<file path="config.mk">
export PLATFORM = sky130hd
export DESIGN_NAME = rv_core
export DESIGN_NICKNAME = d
export VERILOG_FILES = /design/src/rv_pkg.sv /design/src/decode_stage.sv /design/src/execute_stage.sv /design/src/fetch_stage.sv /design/src/pipeline_ctrl.sv /design/src/regfile.sv /design/src/rv_core.sv /design/src/writeback_stage.sv
export VERILOG_INCLUDE_DIRS = /design/src
export SDC_FILE = /design/constraint.sdc
export NUM_CORES = 2
export LEC_CHECK = 0
export CAP_MARGIN = 15
export CORE_MARGIN = 4
export CORE_UTILIZATION = 59
export CTS_CLUSTER_DIAMETER = 30
export CTS_CLUSTER_SIZE = 28
export DETAILED_ROUTE_END_ITERATION = 8
export DONT_BUFFER_PORTS = 1
export PLACE_DENSITY_LB_ADDON = 0.12
export SLEW_MARGIN = 40
export SYNTH_ARGS = -nofsm -noshare
export SYNTH_HDL_FRONTEND = slang
export SYNTH_SLANG_ARGS = --single-unit
</file>
<file path="constraint.sdc">
create_clock -name clk -period 9.7 [get_ports clk]
set_input_delay 1.94 -clock clk [delete_from_list [all_inputs] [get_ports clk]]
set_output_delay 1.94 -clock clk [all_outputs]
set_load 0.01 [all_outputs]
</file>
<file path="src/rv_settings.svh">
`ifndef RV_SETTINGS_SVH
`define RV_SETTINGS_SVH

// Data and address width
`define RV_XLEN 32

`define RV_NREGS 32
`define RV_REG_AW 5

// First fetch address after reset
`define RV_RESET_PC 32'h0000_0000
`define RV_PC_STEP 32'd4

`endif

</file>
<file path="src/rv_pkg.sv">
package rv_pkg;

  // Major opcodes of the supported subset
  typedef enum logic [6:0] {
    op_lui    = 7'b0110111,
    op_imm    = 7'b0010011,
    op_reg    = 7'b0110011,
    op_load   = 7'b0000011,
    op_store  = 7'b0100011,
    op_branch = 7'b1100011,
    op_jal    = 7'b1101111
  } opcode_e;

  typedef enum logic [2:0] {
    alu_add,
    alu_sub,
    alu_and,
    alu_or,
    alu_xor,
    alu_slt,
    alu_pass_b
  } alu_op_e;

  typedef enum logic [1:0] {cmp_eq, cmp_ne, cmp_lt} cmp_op_e;

  typedef enum logic [1:0] {wb_alu, wb_mem, wb_pc_plus4} wb_sel_e;

  typedef enum logic [1:0] {st_run, st_load_hold, st_mem_wait} stall_state_e;

  // All zero is a bubble
  typedef struct packed {
    alu_op_e alu_op;
    cmp_op_e cmp_op;
    wb_sel_e wb_sel;
    logic    use_imm;   // ALU b from immediate
    logic    use_pc;    // ALU a from PC
    logic    rd_valid;
    logic    mem_read;
    logic    mem_write;
    logic    is_branch;
    logic    is_jump;
  } ctrl_t;

endpackage

</file>
<file path="src/decode_stage.sv">
`timescale 1ns/1ps
`include "rv_settings.svh"

module decode_stage (
  input  logic                 clk,
  input  logic                 i_arst_n,
  input  logic                 i_advance,
  input  logic                 i_bubble,
  input  logic                 i_flush,
  input  logic [`RV_XLEN-1:0]   i_instr,
  input  logic [`RV_XLEN-1:0]   i_pc,
  input  logic [`RV_XLEN-1:0]   i_rs1_data,
  input  logic [`RV_XLEN-1:0]   i_rs2_data,
  output logic [`RV_REG_AW-1:0] o_rs1,
  output logic [`RV_REG_AW-1:0] o_rs2,
  output rv_pkg::ctrl_t        o_ex_ctrl,
  output logic [`RV_XLEN-1:0]   o_ex_pc,
  output logic [`RV_XLEN-1:0]   o_ex_imm,
  output logic [`RV_XLEN-1:0]   o_ex_rs1_data,
  output logic [`RV_XLEN-1:0]   o_ex_rs2_data,
  output logic [`RV_REG_AW-1:0] o_ex_rs1,
  output logic [`RV_REG_AW-1:0] o_ex_rs2,
  output logic [`RV_REG_AW-1:0] o_ex_rd
);

  logic [2:0]            funct3;
  logic                  funct7_b5;
  logic [`RV_REG_AW-1:0] rd;
  rv_pkg::ctrl_t         ctrl;
  logic [`RV_XLEN-1:0]   imm;

  assign o_rs1     = i_instr[19:15];
  assign o_rs2     = i_instr[24:20];
  assign rd        = i_instr[11:7];
  assign funct3    = i_instr[14:12];
  assign funct7_b5 = i_instr[30];

  always_comb begin
    ctrl = '0;
    imm  = {{20{i_instr[31]}}, i_instr[31:20]}; // I-type unless overridden
    case (rv_pkg::opcode_e'(i_instr[6:0]))
      rv_pkg::op_lui: begin
        ctrl.alu_op   = rv_pkg::alu_pass_b;
        ctrl.use_imm  = 1'b1;
        ctrl.rd_valid = 1'b1;
        imm           = {i_instr[31:12], 12'b0};
      end
      rv_pkg::op_imm, rv_pkg::op_reg: begin
        ctrl.use_imm  = (i_instr[5] == 1'b0);
        ctrl.rd_valid = 1'b1;
        case (funct3)
          3'b000: begin
            if (i_instr[5] && funct7_b5) ctrl.alu_op = rv_pkg::alu_sub;
            else ctrl.alu_op = rv_pkg::alu_add;
          end
          3'b010: ctrl.alu_op = rv_pkg::alu_slt;
          3'b100: ctrl.alu_op = rv_pkg::alu_xor;
          3'b110: ctrl.alu_op = rv_pkg::alu_or;
          3'b111: ctrl.alu_op = rv_pkg::alu_and;
          default: ctrl = '0; // Shifts not supported
        endcase
      end
      rv_pkg::op_load: begin
        if (funct3 == 3'b010) begin // LW only
          ctrl.use_imm  = 1'b1;
          ctrl.mem_read = 1'b1;
          ctrl.rd_valid = 1'b1;
          ctrl.wb_sel   = rv_pkg::wb_mem;
        end
      end
      rv_pkg::op_store: begin
        if (funct3 == 3'b010) begin
          ctrl.use_imm   = 1'b1;
          ctrl.mem_write = 1'b1;
        end
        imm = {{20{i_instr[31]}}, i_instr[31:25], i_instr[11:7]};
      end
      rv_pkg::op_branch: begin
        ctrl.use_pc    = 1'b1; // ALU forms the target
        ctrl.use_imm   = 1'b1;
        ctrl.is_branch = 1'b1;
        case (funct3)
          3'b000: ctrl.cmp_op = rv_pkg::cmp_eq;
          3'b001: ctrl.cmp_op = rv_pkg::cmp_ne;
          3'b100: ctrl.cmp_op = rv_pkg::cmp_lt;
          default: ctrl = '0;
        endcase
        imm = {{19{i_instr[31]}}, i_instr[31], i_instr[7], i_instr[30:25], i_instr[11:8], 1'b0};
      end
      rv_pkg::op_jal: begin
        ctrl.use_pc   = 1'b1;
        ctrl.use_imm  = 1'b1;
        ctrl.is_jump  = 1'b1;
        ctrl.rd_valid = 1'b1;
        ctrl.wb_sel   = rv_pkg::wb_pc_plus4;
        imm = {{11{i_instr[31]}}, i_instr[31], i_instr[19:12], i_instr[20], i_instr[30:21], 1'b0};
      end
      default: ;
    endcase
    if (rd == '0) ctrl.rd_valid = 1'b0; // x0 never written
  end

  always_ff @(posedge clk or negedge i_arst_n) begin
    if (!i_arst_n) begin
      o_ex_ctrl <= '0;
    end else if (i_advance) begin
      if (i_flush || i_bubble) o_ex_ctrl <= '0;
      else o_ex_ctrl <= ctrl;
    end
  end

  always_ff @(posedge clk) begin
    if (i_advance) begin
      o_ex_pc       <= i_pc;
      o_ex_imm      <= imm;
      o_ex_rs1_data <= i_rs1_data;
      o_ex_rs2_data <= i_rs2_data;
      o_ex_rs1      <= o_rs1;
      o_ex_rs2      <= o_rs2;
      o_ex_rd       <= rd;
    end
  end

endmodule

</file>
<file path="src/execute_stage.sv">
`timescale 1ns/1ps
`include "rv_settings.svh"

module execute_stage (
  input  logic                 clk,
  input  logic                 i_arst_n,
  input  logic                 i_advance,
  input  rv_pkg::ctrl_t        i_ex_ctrl,
  input  logic [`RV_XLEN-1:0]   i_ex_pc,
  input  logic [`RV_XLEN-1:0]   i_ex_imm,
  input  logic [`RV_XLEN-1:0]   i_ex_rs1_data,
  input  logic [`RV_XLEN-1:0]   i_ex_rs2_data,
  input  logic [`RV_REG_AW-1:0] i_ex_rs1,
  input  logic [`RV_REG_AW-1:0] i_ex_rs2,
  input  logic [`RV_REG_AW-1:0] i_ex_rd,
  input  logic [`RV_REG_AW-1:0] i_wb_rd,
  input  logic                 i_wb_we,
  input  logic [`RV_XLEN-1:0]   i_wb_value,
  output logic                 o_redirect,
  output logic [`RV_XLEN-1:0]   o_target,
  output rv_pkg::ctrl_t        o_mem_ctrl,
  output logic [`RV_XLEN-1:0]   o_mem_alu,
  output logic [`RV_XLEN-1:0]   o_mem_store_data,
  output logic [`RV_XLEN-1:0]   o_mem_pc,
  output logic [`RV_REG_AW-1:0] o_mem_rd
);

  logic [`RV_XLEN-1:0] mem_value;
  logic [`RV_XLEN-1:0] fwd_rs1, fwd_rs2;
  logic [`RV_XLEN-1:0] alu_a, alu_b, alu_out;
  logic                cmp_true;

  // JAL in MEM forwards its link value
  assign mem_value = (o_mem_ctrl.wb_sel == rv_pkg::wb_pc_plus4) ? o_mem_pc + `RV_PC_STEP
                                                                 : o_mem_alu;

  always_comb begin
    if (o_mem_ctrl.rd_valid && o_mem_rd != '0 && o_mem_rd == i_ex_rs1) fwd_rs1 = mem_value;
    else if (i_wb_we && i_wb_rd != '0 && i_wb_rd == i_ex_rs1) fwd_rs1 = i_wb_value;
    else fwd_rs1 = i_ex_rs1_data;

    if (o_mem_ctrl.rd_valid && o_mem_rd != '0 && o_mem_rd == i_ex_rs2) fwd_rs2 = mem_value;
    else if (i_wb_we && i_wb_rd != '0 && i_wb_rd == i_ex_rs2) fwd_rs2 = i_wb_value;
    else fwd_rs2 = i_ex_rs2_data;
  end

  assign alu_a = i_ex_ctrl.use_pc ? i_ex_pc : fwd_rs1;
  assign alu_b = i_ex_ctrl.use_imm ? i_ex_imm : fwd_rs2;

  always_comb begin
    case (i_ex_ctrl.alu_op)
      rv_pkg::alu_sub: alu_out = alu_a - alu_b;
      rv_pkg::alu_and: alu_out = alu_a & alu_b;
      rv_pkg::alu_or:  alu_out = alu_a | alu_b;
      rv_pkg::alu_xor: alu_out = alu_a ^ alu_b;
      rv_pkg::alu_slt: alu_out = {31'b0, $signed(alu_a) < $signed(alu_b)};
      rv_pkg::alu_pass_b: alu_out = alu_b;
      default: alu_out = alu_a + alu_b;
    endcase
  end

  always_comb begin
    case (i_ex_ctrl.cmp_op)
      rv_pkg::cmp_ne: cmp_true = (fwd_rs1 != fwd_rs2);
      rv_pkg::cmp_lt: cmp_true = ($signed(fwd_rs1) < $signed(fwd_rs2));
      default: cmp_true = (fwd_rs1 == fwd_rs2);
    endcase
  end

  assign o_redirect = i_ex_ctrl.is_jump || (i_ex_ctrl.is_branch && cmp_true);
  assign o_target   = alu_out; // pc + imm for branches and JAL

  always_ff @(posedge clk or negedge i_arst_n) begin
    if (!i_arst_n) o_mem_ctrl <= '0;
    else if (i_advance) o_mem_ctrl <= i_ex_ctrl;
  end

  always_ff @(posedge clk) begin
    if (i_advance) begin
      o_mem_alu        <= alu_out;
      o_mem_store_data <= fwd_rs2;
      o_mem_pc         <= i_ex_pc;
      o_mem_rd         <= i_ex_rd;
    end
  end

endmodule

</file>
<file path="src/fetch_stage.sv">
`timescale 1ns/1ps
`include "rv_settings.svh"

module fetch_stage (
  input  logic               clk,
  input  logic               i_arst_n,
  input  logic               i_advance,
  input  logic               i_hold_front,
  input  logic               i_redirect,
  input  logic [`RV_XLEN-1:0] i_target,
  input  logic [`RV_XLEN-1:0] i_instr,
  output logic [`RV_XLEN-1:0] o_pc,
  output logic [`RV_XLEN-1:0] o_id_instr,
  output logic [`RV_XLEN-1:0] o_id_pc
);

  localparam logic [`RV_XLEN-1:0] NOP_INSTR = 32'h0000_0013; // addi x0, x0, 0

  always_ff @(posedge clk or negedge i_arst_n) begin
    if (!i_arst_n) begin
      o_pc       <= `RV_RESET_PC;
      o_id_instr <= NOP_INSTR;
    end else if (i_advance) begin
      if (i_redirect) begin
        o_pc       <= i_target;
        o_id_instr <= NOP_INSTR; // Drop wrong-path fetch
      end else if (!i_hold_front) begin
        o_pc       <= o_pc + `RV_PC_STEP;
        o_id_instr <= i_instr;
      end
    end
  end

  always_ff @(posedge clk) begin
    if (i_advance && !i_redirect && !i_hold_front) begin
      o_id_pc <= o_pc;
    end
  end

  // Targets from EX must keep fetch word-aligned
  a_pc_aligned: assert property (
    @(posedge clk) disable iff (!i_arst_n)
    o_pc[1:0] == 2'b00
  );

endmodule

</file>
<file path="src/pipeline_ctrl.sv">
`timescale 1ns/1ps
`include "rv_settings.svh"

module pipeline_ctrl (
  input  logic                 clk,
  input  logic                 i_arst_n,
  input  logic                 i_i_mem_resp,
  input  logic                 i_d_mem_req,
  input  logic                 i_d_mem_resp,
  input  logic                 i_ex_is_load,
  input  logic [`RV_REG_AW-1:0] i_ex_rd,
  input  logic [`RV_REG_AW-1:0] i_id_rs1,
  input  logic [`RV_REG_AW-1:0] i_id_rs2,
  input  logic                 i_redirect,
  output logic                 o_advance,
  output logic                 o_hold_front,
  output logic                 o_bubble
);

  rv_pkg::stall_state_e state, state_nxt;
  logic                 mem_stall;
  logic                 load_use;

  assign mem_stall = !i_i_mem_resp || (i_d_mem_req && !i_d_mem_resp);

  // ID reads a register the load in EX has not fetched yet
  assign load_use = i_ex_is_load && i_ex_rd != '0 &&
                    (i_ex_rd == i_id_rs1 || i_ex_rd == i_id_rs2);

  assign o_advance    = !mem_stall;
  assign o_hold_front = load_use && state != rv_pkg::st_load_hold; // One bubble per load
  assign o_bubble     = o_hold_front;

  always_comb begin
    if (mem_stall) state_nxt = rv_pkg::st_mem_wait;
    else if (o_hold_front) state_nxt = rv_pkg::st_load_hold;
    else state_nxt = rv_pkg::st_run;
  end

  always_ff @(posedge clk or negedge i_arst_n) begin
    if (!i_arst_n) state <= rv_pkg::st_run;
    else state <= state_nxt;
  end

  // A load in EX never redirects, so the hold and the flush stay apart
  a_hold_vs_redirect: assert property (
    @(posedge clk) disable iff (!i_arst_n)
    !(o_hold_front && i_redirect)
  );

endmodule

</file>
<file path="src/regfile.sv">
`timescale 1ns/1ps
`include "rv_settings.svh"

module regfile (
  input  logic                 clk,
  input  logic                 i_arst_n,
  input  logic                 i_we,
  input  logic [`RV_REG_AW-1:0] i_waddr,
  input  logic [`RV_XLEN-1:0]   i_wdata,
  input  logic [`RV_REG_AW-1:0] i_raddr_a,
  input  logic [`RV_REG_AW-1:0] i_raddr_b,
  output logic [`RV_XLEN-1:0]   o_rdata_a,
  output logic [`RV_XLEN-1:0]   o_rdata_b
);

  logic [`RV_XLEN-1:0] regs [`RV_NREGS];

  always_ff @(posedge clk or negedge i_arst_n) begin
    if (!i_arst_n) begin
      for (int i = 0; i < `RV_NREGS; i++) regs[i] <= '0;
    end else if (i_we && i_waddr != '0) begin
      regs[i_waddr] <= i_wdata;
    end
  end

  // WB write seen by ID in the same cycle
  always_comb begin
    if (i_raddr_a == '0) o_rdata_a = '0;
    else if (i_we && i_waddr == i_raddr_a) o_rdata_a = i_wdata;
    else o_rdata_a = regs[i_raddr_a];

    if (i_raddr_b == '0) o_rdata_b = '0;
    else if (i_we && i_waddr == i_raddr_b) o_rdata_b = i_wdata;
    else o_rdata_b = regs[i_raddr_b];
  end

  // Decode drops rd_valid for x0, so no data should ever target it
  a_no_x0_write: assert property (
    @(posedge clk) disable iff (!i_arst_n)
    i_we |-> (i_waddr != '0 || i_wdata == '0)
  );

endmodule

</file>
<file path="src/rv_core.sv">
`timescale 1ns/1ps
`include "rv_settings.svh"

module rv_core (
  input  logic               clk,
  input  logic               i_arst_n,
  output logic [`RV_XLEN-1:0] o_i_mem_addr,
  input  logic [`RV_XLEN-1:0] i_i_mem_data,
  input  logic               i_i_mem_resp,
  output logic [`RV_XLEN-1:0] o_d_mem_addr,
  output logic [`RV_XLEN-1:0] o_d_mem_wdata,
  output logic               o_d_mem_read,
  output logic               o_d_mem_write,
  input  logic [`RV_XLEN-1:0] i_d_mem_data,
  input  logic               i_d_mem_resp
);

  logic                  advance, hold_front, bubble;
  logic                  redirect;
  logic [`RV_XLEN-1:0]   target;
  logic [`RV_XLEN-1:0]   id_instr, id_pc;
  logic [`RV_REG_AW-1:0] rs1, rs2;
  logic [`RV_XLEN-1:0]   rs1_data, rs2_data;
  rv_pkg::ctrl_t         ex_ctrl, mem_ctrl;
  logic [`RV_XLEN-1:0]   ex_pc, ex_imm, ex_rs1_data, ex_rs2_data;
  logic [`RV_REG_AW-1:0] ex_rs1, ex_rs2, ex_rd;
  logic [`RV_XLEN-1:0]   mem_alu, mem_store_data, mem_pc;
  logic [`RV_REG_AW-1:0] mem_rd, wb_rd;
  logic                  wb_we;
  logic [`RV_XLEN-1:0]   wb_value;

  fetch_stage u_fetch (
    .clk(clk), .i_arst_n(i_arst_n), .i_advance(advance), .i_hold_front(hold_front),
    .i_redirect(redirect), .i_target(target), .i_instr(i_i_mem_data),
    .o_pc(o_i_mem_addr), .o_id_instr(id_instr), .o_id_pc(id_pc)
  );

  decode_stage u_decode (
    .clk(clk), .i_arst_n(i_arst_n), .i_advance(advance), .i_bubble(bubble),
    .i_flush(redirect), .i_instr(id_instr), .i_pc(id_pc),
    .i_rs1_data(rs1_data), .i_rs2_data(rs2_data), .o_rs1(rs1), .o_rs2(rs2),
    .o_ex_ctrl(ex_ctrl), .o_ex_pc(ex_pc), .o_ex_imm(ex_imm),
    .o_ex_rs1_data(ex_rs1_data), .o_ex_rs2_data(ex_rs2_data),
    .o_ex_rs1(ex_rs1), .o_ex_rs2(ex_rs2), .o_ex_rd(ex_rd)
  );

  regfile u_regfile (
    .clk(clk), .i_arst_n(i_arst_n), .i_we(wb_we), .i_waddr(wb_rd), .i_wdata(wb_value),
    .i_raddr_a(rs1), .i_raddr_b(rs2), .o_rdata_a(rs1_data), .o_rdata_b(rs2_data)
  );

  execute_stage u_execute (
    .clk(clk), .i_arst_n(i_arst_n), .i_advance(advance), .i_ex_ctrl(ex_ctrl),
    .i_ex_pc(ex_pc), .i_ex_imm(ex_imm), .i_ex_rs1_data(ex_rs1_data),
    .i_ex_rs2_data(ex_rs2_data), .i_ex_rs1(ex_rs1), .i_ex_rs2(ex_rs2), .i_ex_rd(ex_rd),
    .i_wb_rd(wb_rd), .i_wb_we(wb_we), .i_wb_value(wb_value),
    .o_redirect(redirect), .o_target(target), .o_mem_ctrl(mem_ctrl), .o_mem_alu(mem_alu),
    .o_mem_store_data(mem_store_data), .o_mem_pc(mem_pc), .o_mem_rd(mem_rd)
  );

  writeback_stage u_writeback (
    .clk(clk), .i_arst_n(i_arst_n), .i_advance(advance), .i_mem_ctrl(mem_ctrl),
    .i_mem_alu(mem_alu), .i_mem_store_data(mem_store_data), .i_mem_pc(mem_pc),
    .i_mem_rd(mem_rd), .i_d_mem_data(i_d_mem_data),
    .o_d_mem_addr(o_d_mem_addr), .o_d_mem_wdata(o_d_mem_wdata),
    .o_d_mem_read(o_d_mem_read), .o_d_mem_write(o_d_mem_write),
    .o_wb_rd(wb_rd), .o_wb_we(wb_we), .o_wb_value(wb_value)
  );

  pipeline_ctrl u_ctrl (
    .clk(clk), .i_arst_n(i_arst_n), .i_i_mem_resp(i_i_mem_resp),
    .i_d_mem_req(o_d_mem_read || o_d_mem_write), .i_d_mem_resp(i_d_mem_resp),
    .i_ex_is_load(ex_ctrl.mem_read), .i_ex_rd(ex_rd), .i_id_rs1(rs1), .i_id_rs2(rs2),
    .i_redirect(redirect), .o_advance(advance), .o_hold_front(hold_front),
    .o_bubble(bubble)
  );

endmodule

</file>
<file path="src/writeback_stage.sv">
`timescale 1ns/1ps
`include "rv_settings.svh"

module writeback_stage (
  input  logic                 clk,
  input  logic                 i_arst_n,
  input  logic                 i_advance,
  input  rv_pkg::ctrl_t        i_mem_ctrl,
  input  logic [`RV_XLEN-1:0]   i_mem_alu,
  input  logic [`RV_XLEN-1:0]   i_mem_store_data,
  input  logic [`RV_XLEN-1:0]   i_mem_pc,
  input  logic [`RV_REG_AW-1:0] i_mem_rd,
  input  logic [`RV_XLEN-1:0]   i_d_mem_data,
  output logic [`RV_XLEN-1:0]   o_d_mem_addr,
  output logic [`RV_XLEN-1:0]   o_d_mem_wdata,
  output logic                 o_d_mem_read,
  output logic                 o_d_mem_write,
  output logic [`RV_REG_AW-1:0] o_wb_rd,
  output logic                 o_wb_we,
  output logic [`RV_XLEN-1:0]   o_wb_value
);

  logic [`RV_XLEN-1:0] result;

  // Held steady by the freeze until the memory answers
  assign o_d_mem_addr  = {i_mem_alu[`RV_XLEN-1:2], 2'b00};
  assign o_d_mem_wdata = i_mem_store_data;
  assign o_d_mem_read  = i_mem_ctrl.mem_read;
  assign o_d_mem_write = i_mem_ctrl.mem_write;

  always_comb begin
    case (i_mem_ctrl.wb_sel)
      rv_pkg::wb_mem:      result = i_d_mem_data;
      rv_pkg::wb_pc_plus4: result = i_mem_pc + `RV_PC_STEP;
      default:             result = i_mem_alu;
    endcase
  end

  always_ff @(posedge clk or negedge i_arst_n) begin
    if (!i_arst_n) o_wb_we <= 1'b0;
    else if (i_advance) o_wb_we <= i_mem_ctrl.rd_valid;
  end

  always_ff @(posedge clk) begin
    if (i_advance) begin
      o_wb_rd    <= i_mem_rd;
      o_wb_value <= result;
    end
  end

endmodule
</file>
# == After elaboration in Yosys (flattened, before gate mapping) ==
# Cells that the tools add are included.
# Widths: inputs -> output; s select.
# classes
add_sub_neg,4
n_lt_le_gt_ge,6
eq_ne,34
muxes,48
n_bitwise,8
n_reduce_logical,39
# ops
operator,n
$bwmux 1024,1
$mux 32,18
$bmux 32 s5,2
$pmux 32 s6,1
$demux 32 s5,1
$pmux 31 s4,1
$add 32x3->32 const B,2
$lt 32x32->1,2
$pmux 32 s2,1
$eq 5x5->1,8
$add 32x32->32,1
$and 32x32->32,1
$eq 32x32->1,1
$ne 32x32->1,1
$or 32x32->32,1
$sub 32x32->32,1
$xor 32x32->32,1
$eq 7x6->1 const B,3
$eq 3x3->1 const B,6
$ge 6x6->1 const B,3
$not 5->6,3
$logic_and 1x1->1,17
$logic_not 5->1,3
$pmux 3 s5,1
other kinds (30),59
# word_totals
regBits,1423
inputBits,68
output_inout_bits,98

# == Logic depth before layout (Yosys ltp) ==
# depth
ltp_word,12
mapped_depth,22

# == Modules after synthesis ==
# A second synthesis with hierarchy kept.
# unflattened
cells_unflattened,6423
area_unflattened_um2,81609.5
# modules_own_cells
mod,n_inst,cells_per_inst,area_each_um2,seq_area_each_um2
regfile,1,3812,55552.0,25624.6
execute_stage,1,1594,13132.6,3383.2
decode_stage,1,299,5466.5,4619.4
fetch_stage,1,364,4241.6,2566.2
writeback_stage,1,326,2977.9,1136.1
pipeline_ctrl,1,27,232.7,50.0
rv_core,1,1,6.3,0.0

# == Worst setup path after synthesis ==
# OpenSTA, ideal clock, no wires.
# synth_timing
kind,input -> register
from,input port i_d_mem_resp
to,register u_decode.o_ex_ctrl[10] in the netlist's numbering
t_arrival_ns,10.810
slack_ns,-1.634
cell_stages,4
path_cell_list,o21a_1 clkbuf_1 clkbuf_1 o32ai_1
# synth_between
elab_chain_len,3
# synth_lines
element,line,rtl
"start, declared",rv_core.sv:15,input logic i_d_mem_resp
$logic_not 1->1,pipeline_ctrl.sv:24,assign mem_stall = !i_i_mem_resp || (i_d_mem_req && !i_d_mem_resp);
$logic_and 1x1->1,pipeline_ctrl.sv:24,
$logic_or 1x1->1,pipeline_ctrl.sv:24,
"end signal, assigned",decode_stage.sv:108,else o_ex_ctrl <= ctrl;
"end, declared",decode_stage.sv:16,"output rv_pkg::ctrl_t o_ex_ctrl,"
# Every way passes these cells.
# A chain may end at the register's enable or synchronous reset.

# == Worst setup path in the final report ==
# layout_timing
from,register u_writeback.o_wb_rd[0]
to,register u_fetch.o_pc[12]
# layout_between
elab_chain_len,11
# layout_lines
element,line,rtl
"start, declared",writeback_stage.sv:18,"output logic [`RV_REG_AW-1:0] o_wb_rd,"
"start signal, assigned",writeback_stage.sv:46,o_wb_rd <= i_mem_rd;
$reduce_bool 5->1,"execute_stage.sv:39, execute_stage.sv:43",
$logic_and 1x1->1,"execute_stage.sv:39, execute_stage.sv:43",
"$logic_and 1x1->1, on equally long branches","execute_stage.sv:39, execute_stage.sv:43",
"$mux 32, on equally long branches","execute_stage.sv:39, execute_stage.sv:43",
"$mux 32, on equally long branches","execute_stage.sv:38, execute_stage.sv:42",
$lt 32x32->1 (tied with other cells),execute_stage.sv:65,rv_pkg::cmp_lt: cmp_true = ($signed(fwd_rs1) < $signed(fwd_rs2));
$pmux 1 s2,execute_stage.sv:63,case (i_ex_ctrl.cmp_op)
$logic_and 1x1->1,execute_stage.sv:70,assign o_redirect = i_ex_ctrl.is_jump || (i_ex_ctrl.is_branch && cmp_true);
$logic_or 1x1->1,execute_stage.sv:70,
$ne 2x2->1 (no line),n/a,
$reduce_and 2->1 (no line),n/a,
"end signal, assigned",fetch_stage.sv:21,o_pc <= `RV_RESET_PC;
"end signal, assigned",fetch_stage.sv:25,o_pc <= i_target;
"end signal, assigned",fetch_stage.sv:28,o_pc <= o_pc + `RV_PC_STEP;
"end, declared",fetch_stage.sv:12,"output logic [`RV_XLEN-1:0] o_pc,"
# Several ways; a longest one is shown, not always the timed one.

==> impl_results.html <==
<table>
<tr><th>Metric</th><th>Value</th></tr>
<tr><th colspan="2">Outcome</th></tr>
<tr><td>Run status</td><td>finished clean</td></tr>
<tr><th colspan="2">Layout</th></tr>
<tr><td>Nets</td><td>6003</td></tr>
<tr><td>Growth of design area from synthesis to finish</td><td>16.5%</td></tr>
<tr><td>Max FFs per register</td><td>1024</td></tr>
<tr><td>Layout cells sized above 1</td><td>41.3%</td></tr>
<tr><td>Core occupancy in the finished layout</td><td>69.4%</td></tr>
<tr><td>Top reg by flops</td><td>u_regfile.regs</td></tr>
<tr><td>Fillers</td><td>8919</td></tr>
<tr><th colspan="2">GRT</th></tr>
<tr><td>Via count of the first global-routing pass</td><td>55.8k</td></tr>
<tr><td>Initial antenna violation count</td><td>8</td></tr>
<tr><td>Maximum number of pins on one net before global-route repair</td><td>180</td></tr>
<tr><td>First-pass GRT wire length</td><td>380000 um</td></tr>
<tr><td>Overall fraction of global-route tracks in use</td><td>36.6%</td></tr>
<tr><td>GR Overflow Total</td><td>0</td></tr>
<tr><th colspan="2">STA</th></tr>
<tr><td>Total Negative Setup Slacks</td><td>0 ns</td></tr>
<tr><td>Actual transition at the worst max-transition pin</td><td>0.970 ns</td></tr>
<tr><td>RSZ-0062 raised after global routing</td><td>no</td></tr>
<tr><td>Final slew viol count</td><td>0</td></tr>
<tr><td>Maximum clock rate</td><td>128 MHz</td></tr>
<tr><td>Final-report hold violation count</td><td>0</td></tr>
<tr><td>Fin crit period</td><td>7.81 ns</td></tr>
<tr><td>Clock skew</td><td>0.0547 ns</td></tr>
<tr><td>Final worst-path cycle share</td><td>80.5%</td></tr>
<tr><td>Number of setup violations in the final report</td><td>0</td></tr>
<tr><td>Worst slew margin</td><td>33.7%</td></tr>
<tr><th colspan="2">Logic synthesis</th></tr>
<tr><td>Share of synthesized flip-flops with an asynchronous set or reset</td><td>78.0%</td></tr>
<tr><td>Netlist area before placement</td><td>79800 um^2</td></tr>
<tr><td>Number of library cell types mapped by synthesis</td><td>94</td></tr>
<tr><td>Flop and latch count out of synthesis</td><td>1422</td></tr>
<tr><td>Post-synth EDFFs</td><td>313</td></tr>
<tr><td>Total of warnings raised by yosys</td><td>0</td></tr>
<tr><td>Post-synthesis sequential area ratio</td><td>46.6%</td></tr>
<tr><td>Average size of a mapped cell</td><td>13.5 um^2</td></tr>
<tr><td>Post-synthesis cell count</td><td>5897</td></tr>
<tr><td>Commonest register cell after synthesis</td><td>dfrtp_1</td></tr>
<tr><th colspan="2">Min path</th></tr>
<tr><td>Type of the worst min-delay path</td><td>reg -&gt; reg</td></tr>
<tr><td>Hold wc startpoint</td><td>u_regfile.regs[1011]</td></tr>
<tr><td>Hold-critical path depth</td><td>0</td></tr>
<tr><td>Hold EP</td><td>u_regfile.regs[1011]</td></tr>
<tr><th colspan="2">Critical path</th></tr>
<tr><td>Worst-path maximum fanout</td><td>40</td></tr>
<tr><td>Crit Reg-Reg Startpoint</td><td>u_writeback.o_wb_rd[0]</td></tr>
<tr><td>Worst setup path category</td><td>reg -&gt; reg</td></tr>
<tr><td>Cells along the critical path</td><td>nor2_1, a211o_1, nor2_4, buf_4, mux2i_1, nor2_1, a21oi_1, ha_1, a21o_1, a2111oi_0, o21ai_0, a211o_1, a31oi_2, buf_4, or2_2, clkinv_2, buf_4, a221oi_1</td></tr>
<tr><td>FF-to-FF path depth</td><td>18</td></tr>
<tr><td>Critical path capture point type</td><td>register</td></tr>
<tr><td>Arr. time, crit path</td><td>8.55 ns</td></tr>
<tr><td>Flop-to-flop setup slack</td><td>1.89 ns</td></tr>
<tr><td>Reg-to-reg endpoint</td><td>u_fetch.o_pc[12]</td></tr>
<tr><td>Required time at the worst-slack endpoint</td><td>10.45 ns</td></tr>
<tr><td>Most Frequent Cell on Critical Path</td><td>buf_4</td></tr>
<tr><td>Longest individual stage delay on the worst path</td><td>0.85 ns</td></tr>
<tr><td>CP max stage cell</td><td>edfxtp_1</td></tr>
<tr><td>CP startpoint kind</td><td>register</td></tr>
<tr><th colspan="2">Detailed routing</th></tr>
<tr><td>Initial DRT Pass Iterations</td><td>5</td></tr>
<tr><td>Via count</td><td>54.9k</td></tr>
<tr><td>Number of DRC markers in iteration 0</td><td>5520</td></tr>
<tr><td>Detailed-route DRC error count</td><td>0</td></tr>
<tr><td>Wire per inst</td><td>33.0 um</td></tr>
<tr><td>Antenna Violating Nets Remaining</td><td>0</td></tr>
<tr><td>Total routed wirelength</td><td>258000 um</td></tr>
<tr><td>Vias/cell</td><td>7.02</td></tr>
<tr><th colspan="2">Clock tree</th></tr>
<tr><td>CTS H-tree lvls</td><td>5</td></tr>
<tr><td>Sinks on Clock Net</td><td>1422</td></tr>
<tr><td>CTS root buf</td><td>clkbuf_16</td></tr>
<tr><td>Latest clock arrival within the worst-skew pair</td><td>0.89 ns</td></tr>
<tr><td># Post-CTS Setup Buffers</td><td>0</td></tr>
<tr><td>CTS tree</td><td>done</td></tr>
<tr><td>Hold buffer count at CTS</td><td>0</td></tr>
<tr><td>Maximum count of clock buffers along a single path</td><td>4</td></tr>
<tr><td># resized after CTS</td><td>0</td></tr>
<tr><td>Worst-path clk slew</td><td>0.05 ns</td></tr>
<tr><td>Number of CTS-inserted buffers</td><td>331</td></tr>
<tr><th colspan="2">Job</th></tr>
<tr><td>Maxcap violations</td><td>0</td></tr>
<tr><th colspan="2">Placement</th></tr>
<tr><td># port buffers</td><td>0</td></tr>
<tr><td>Routability Congestion</td><td>1.02</td></tr>
<tr><td>Half-perimeter wire length of the detailed placement result</td><td>157000 um</td></tr>
<tr><th colspan="2">Floorplanning</th></tr>
<tr><td>Top-level I/O count</td><td>166</td></tr>
<tr><td>Starting utilization of the core area</td><td>59.6%</td></tr>
<tr><td>Die Y</td><td>376 um</td></tr>
<tr><td>Area of the core</td><td>134000 um^2</td></tr>
<tr><td>Standard-cell row count</td><td>134</td></tr>
<tr><td>Width of the die</td><td>376 um</td></tr>
<tr><td>Die area</td><td>141000 um^2</td></tr>
<tr><th colspan="2">Power and ir drop</th></tr>
<tr><td>Leak Pwr</td><td>40.6 nW</td></tr>
<tr><td>Total chip power</td><td>20.6 mW</td></tr>
<tr><td>Pwr/cell area</td><td>221 nW/um^2</td></tr>
<tr><td>Worst vdd ir</td><td>168 uV</td></tr>
</table>
-- critical path: cells and delay by family (launching register included) --
family | cells | cell delay, ns
buf+inv | 4 | 1.99
mux | 1 | 0.22
flops | 1 | 0.85
simple gates | 4 | 1.50
compound gates | 8 | 2.76
fa+ha+maj | 1 | 0.33
-- routing by layer --
layer / share of wire (%) / track usage, % / up-vias
li1: - / - / 22500
met4: 5.5 / 18.2 / 4
met2: 46 / 55.9 / 2863
met5: 0.010 / 0 / -
met1: 39 / 48.9 / 28900
met3: 9.4 / 9.81 / 690
-- placed cells by master (no fill, tap or decap), types with 126 or more instances in the layout --
master	n
dfrtp_1	1094
mux2_2	1047
mux4_2	640
clkbuf_16	339
edfxtp_1	313
nor2_1	243
nand2_1	231
a21oi_1	187
inv_1	152
o21ai_0	134
ha_1	132
mux2i_1	126
-- stage by stage --
step                      instances  worst slack [ns]  hold WS, ns  area, um^2
after global placement         7185              1.79        0.377       80900
after global routing           7812              1.46        0.401       93000
after detailed placement       7224              2.15        0.383       81700
final                          7819              1.89        0.390       93000
after CTS                      7802              2.11        0.392       92700
after floorplan                5898              2.95        0.400       79800
-- area by class of cell --
class / count / area [um^2] / share of cell area (%)
clock buffers: 403 / 9050 / 9.73
flip-flops and latches: 1422 / 37200 / 40.0
repair buffers: 167 / 1900 / 2.04
diodes: 7 / 17.5 / 0.0188
clock inverters: 175 / 1960 / 2.11
multi-input cells: 3719 / 40100 / 43.1
well taps: 1768 / 2210 / 2.38
inverters: 158 / 594 / 0.639
-- cells by family (layout without fill, tap and decap cells) --
logic type / count (synthesis) / count (layout) / share of synthesized area (%)
flip-flops: 1422 / 1422 / 46.6
XOR/XNOR: 78 / 78 / 0.856
AND/OR/NAND/NOR: 848 / 848 / 5.07
AO/OA/AOI/OAI: 841 / 841 / 7.21
adder cells (fa/ha/maj): 136 / 136 / 2.15
multiplexers: 1814 / 1814 / 34.4
other: 1 / 9 / 0.00470
buffers and inverters: 757 / 903 / 3.73
-- where the power goes --
group	total, mW	switching (mW)	internal (mW)
clock	11.0	3.46	7.51
sequential	7.13	0.505	6.63
combinational	2.50	1.40	1.10
-- how the worst max path moves through the flow --
| stage | from | end | slack [ns] |
|---|---|---|---|
| 2_1_floorplan | i_d_mem_resp | u_decode.o_ex_ctrl[10] | 2.95 |
| 3_3_place_gp | u_writeback.o_wb_rd[0] | u_fetch.o_pc[0] | 1.79 |
| 3_5_place_dp | u_writeback.o_wb_rd[0] | u_fetch.o_pc[0] | 2.15 |
| 4_1_cts | u_writeback.o_wb_rd[0] | u_fetch.o_pc[0] | 2.11 |
| 5_1_grt | u_writeback.o_wb_rd[1] | u_fetch.o_pc[12] | 1.46 |
| 6_report | u_writeback.o_wb_rd[0] | u_fetch.o_pc[12] | 1.89 |
-- cell usage after synthesis (all sizes together) (16+ instances only) --
| library cell | n | share of area (%) |
|---|---|---|
| mux2 | 1048 | 15 |
| a22o | 33 | 0.36 |
| xor2 | 35 | 0.38 |
| a21o | 51 | 0.48 |
| xnor2 | 43 | 0.47 |
| inv | 153 | 0.72 |
| and2 | 24 | 0.19 |
| dfrtp | 1106 | 35 |
| nor3 | 53 | 0.33 |
| o22ai | 18 | 0.14 |
| or3 | 16 | 0.13 |
| o31ai | 17 | 0.17 |
| a22oi | 26 | 0.24 |
| a211oi | 106 | 1.0 |
| o31a | 17 | 0.19 |
| and3 | 17 | 0.13 |
| clkbuf | 446 | 2.1 |
| buf | 153 | 0.89 |
| nor2 | 264 | 1.2 |
| o211ai | 24 | 0.23 |
| mux2i | 126 | 1.6 |
| nand2b | 32 | 0.25 |
| nand4 | 36 | 0.30 |
| ha | 134 | 2.1 |
| a31oi | 25 | 0.20 |
| a21oi | 187 | 1.2 |
| nand2 | 242 | 1.1 |
| or2 | 17 | 0.13 |
| mux4 | 640 | 18 |
| a21boi | 16 | 0.15 |
| o21ai | 137 | 0.86 |
| nor2b | 19 | 0.15 |
| edfxtp | 313 | 12 |
| o221ai | 16 | 0.18 |
| a221o | 16 | 0.20 |
| nand3 | 61 | 0.40 |
| o21a | 44 | 0.41 |
| nor4 | 19 | 0.15 |
Power figures use the tool's default switching activity.
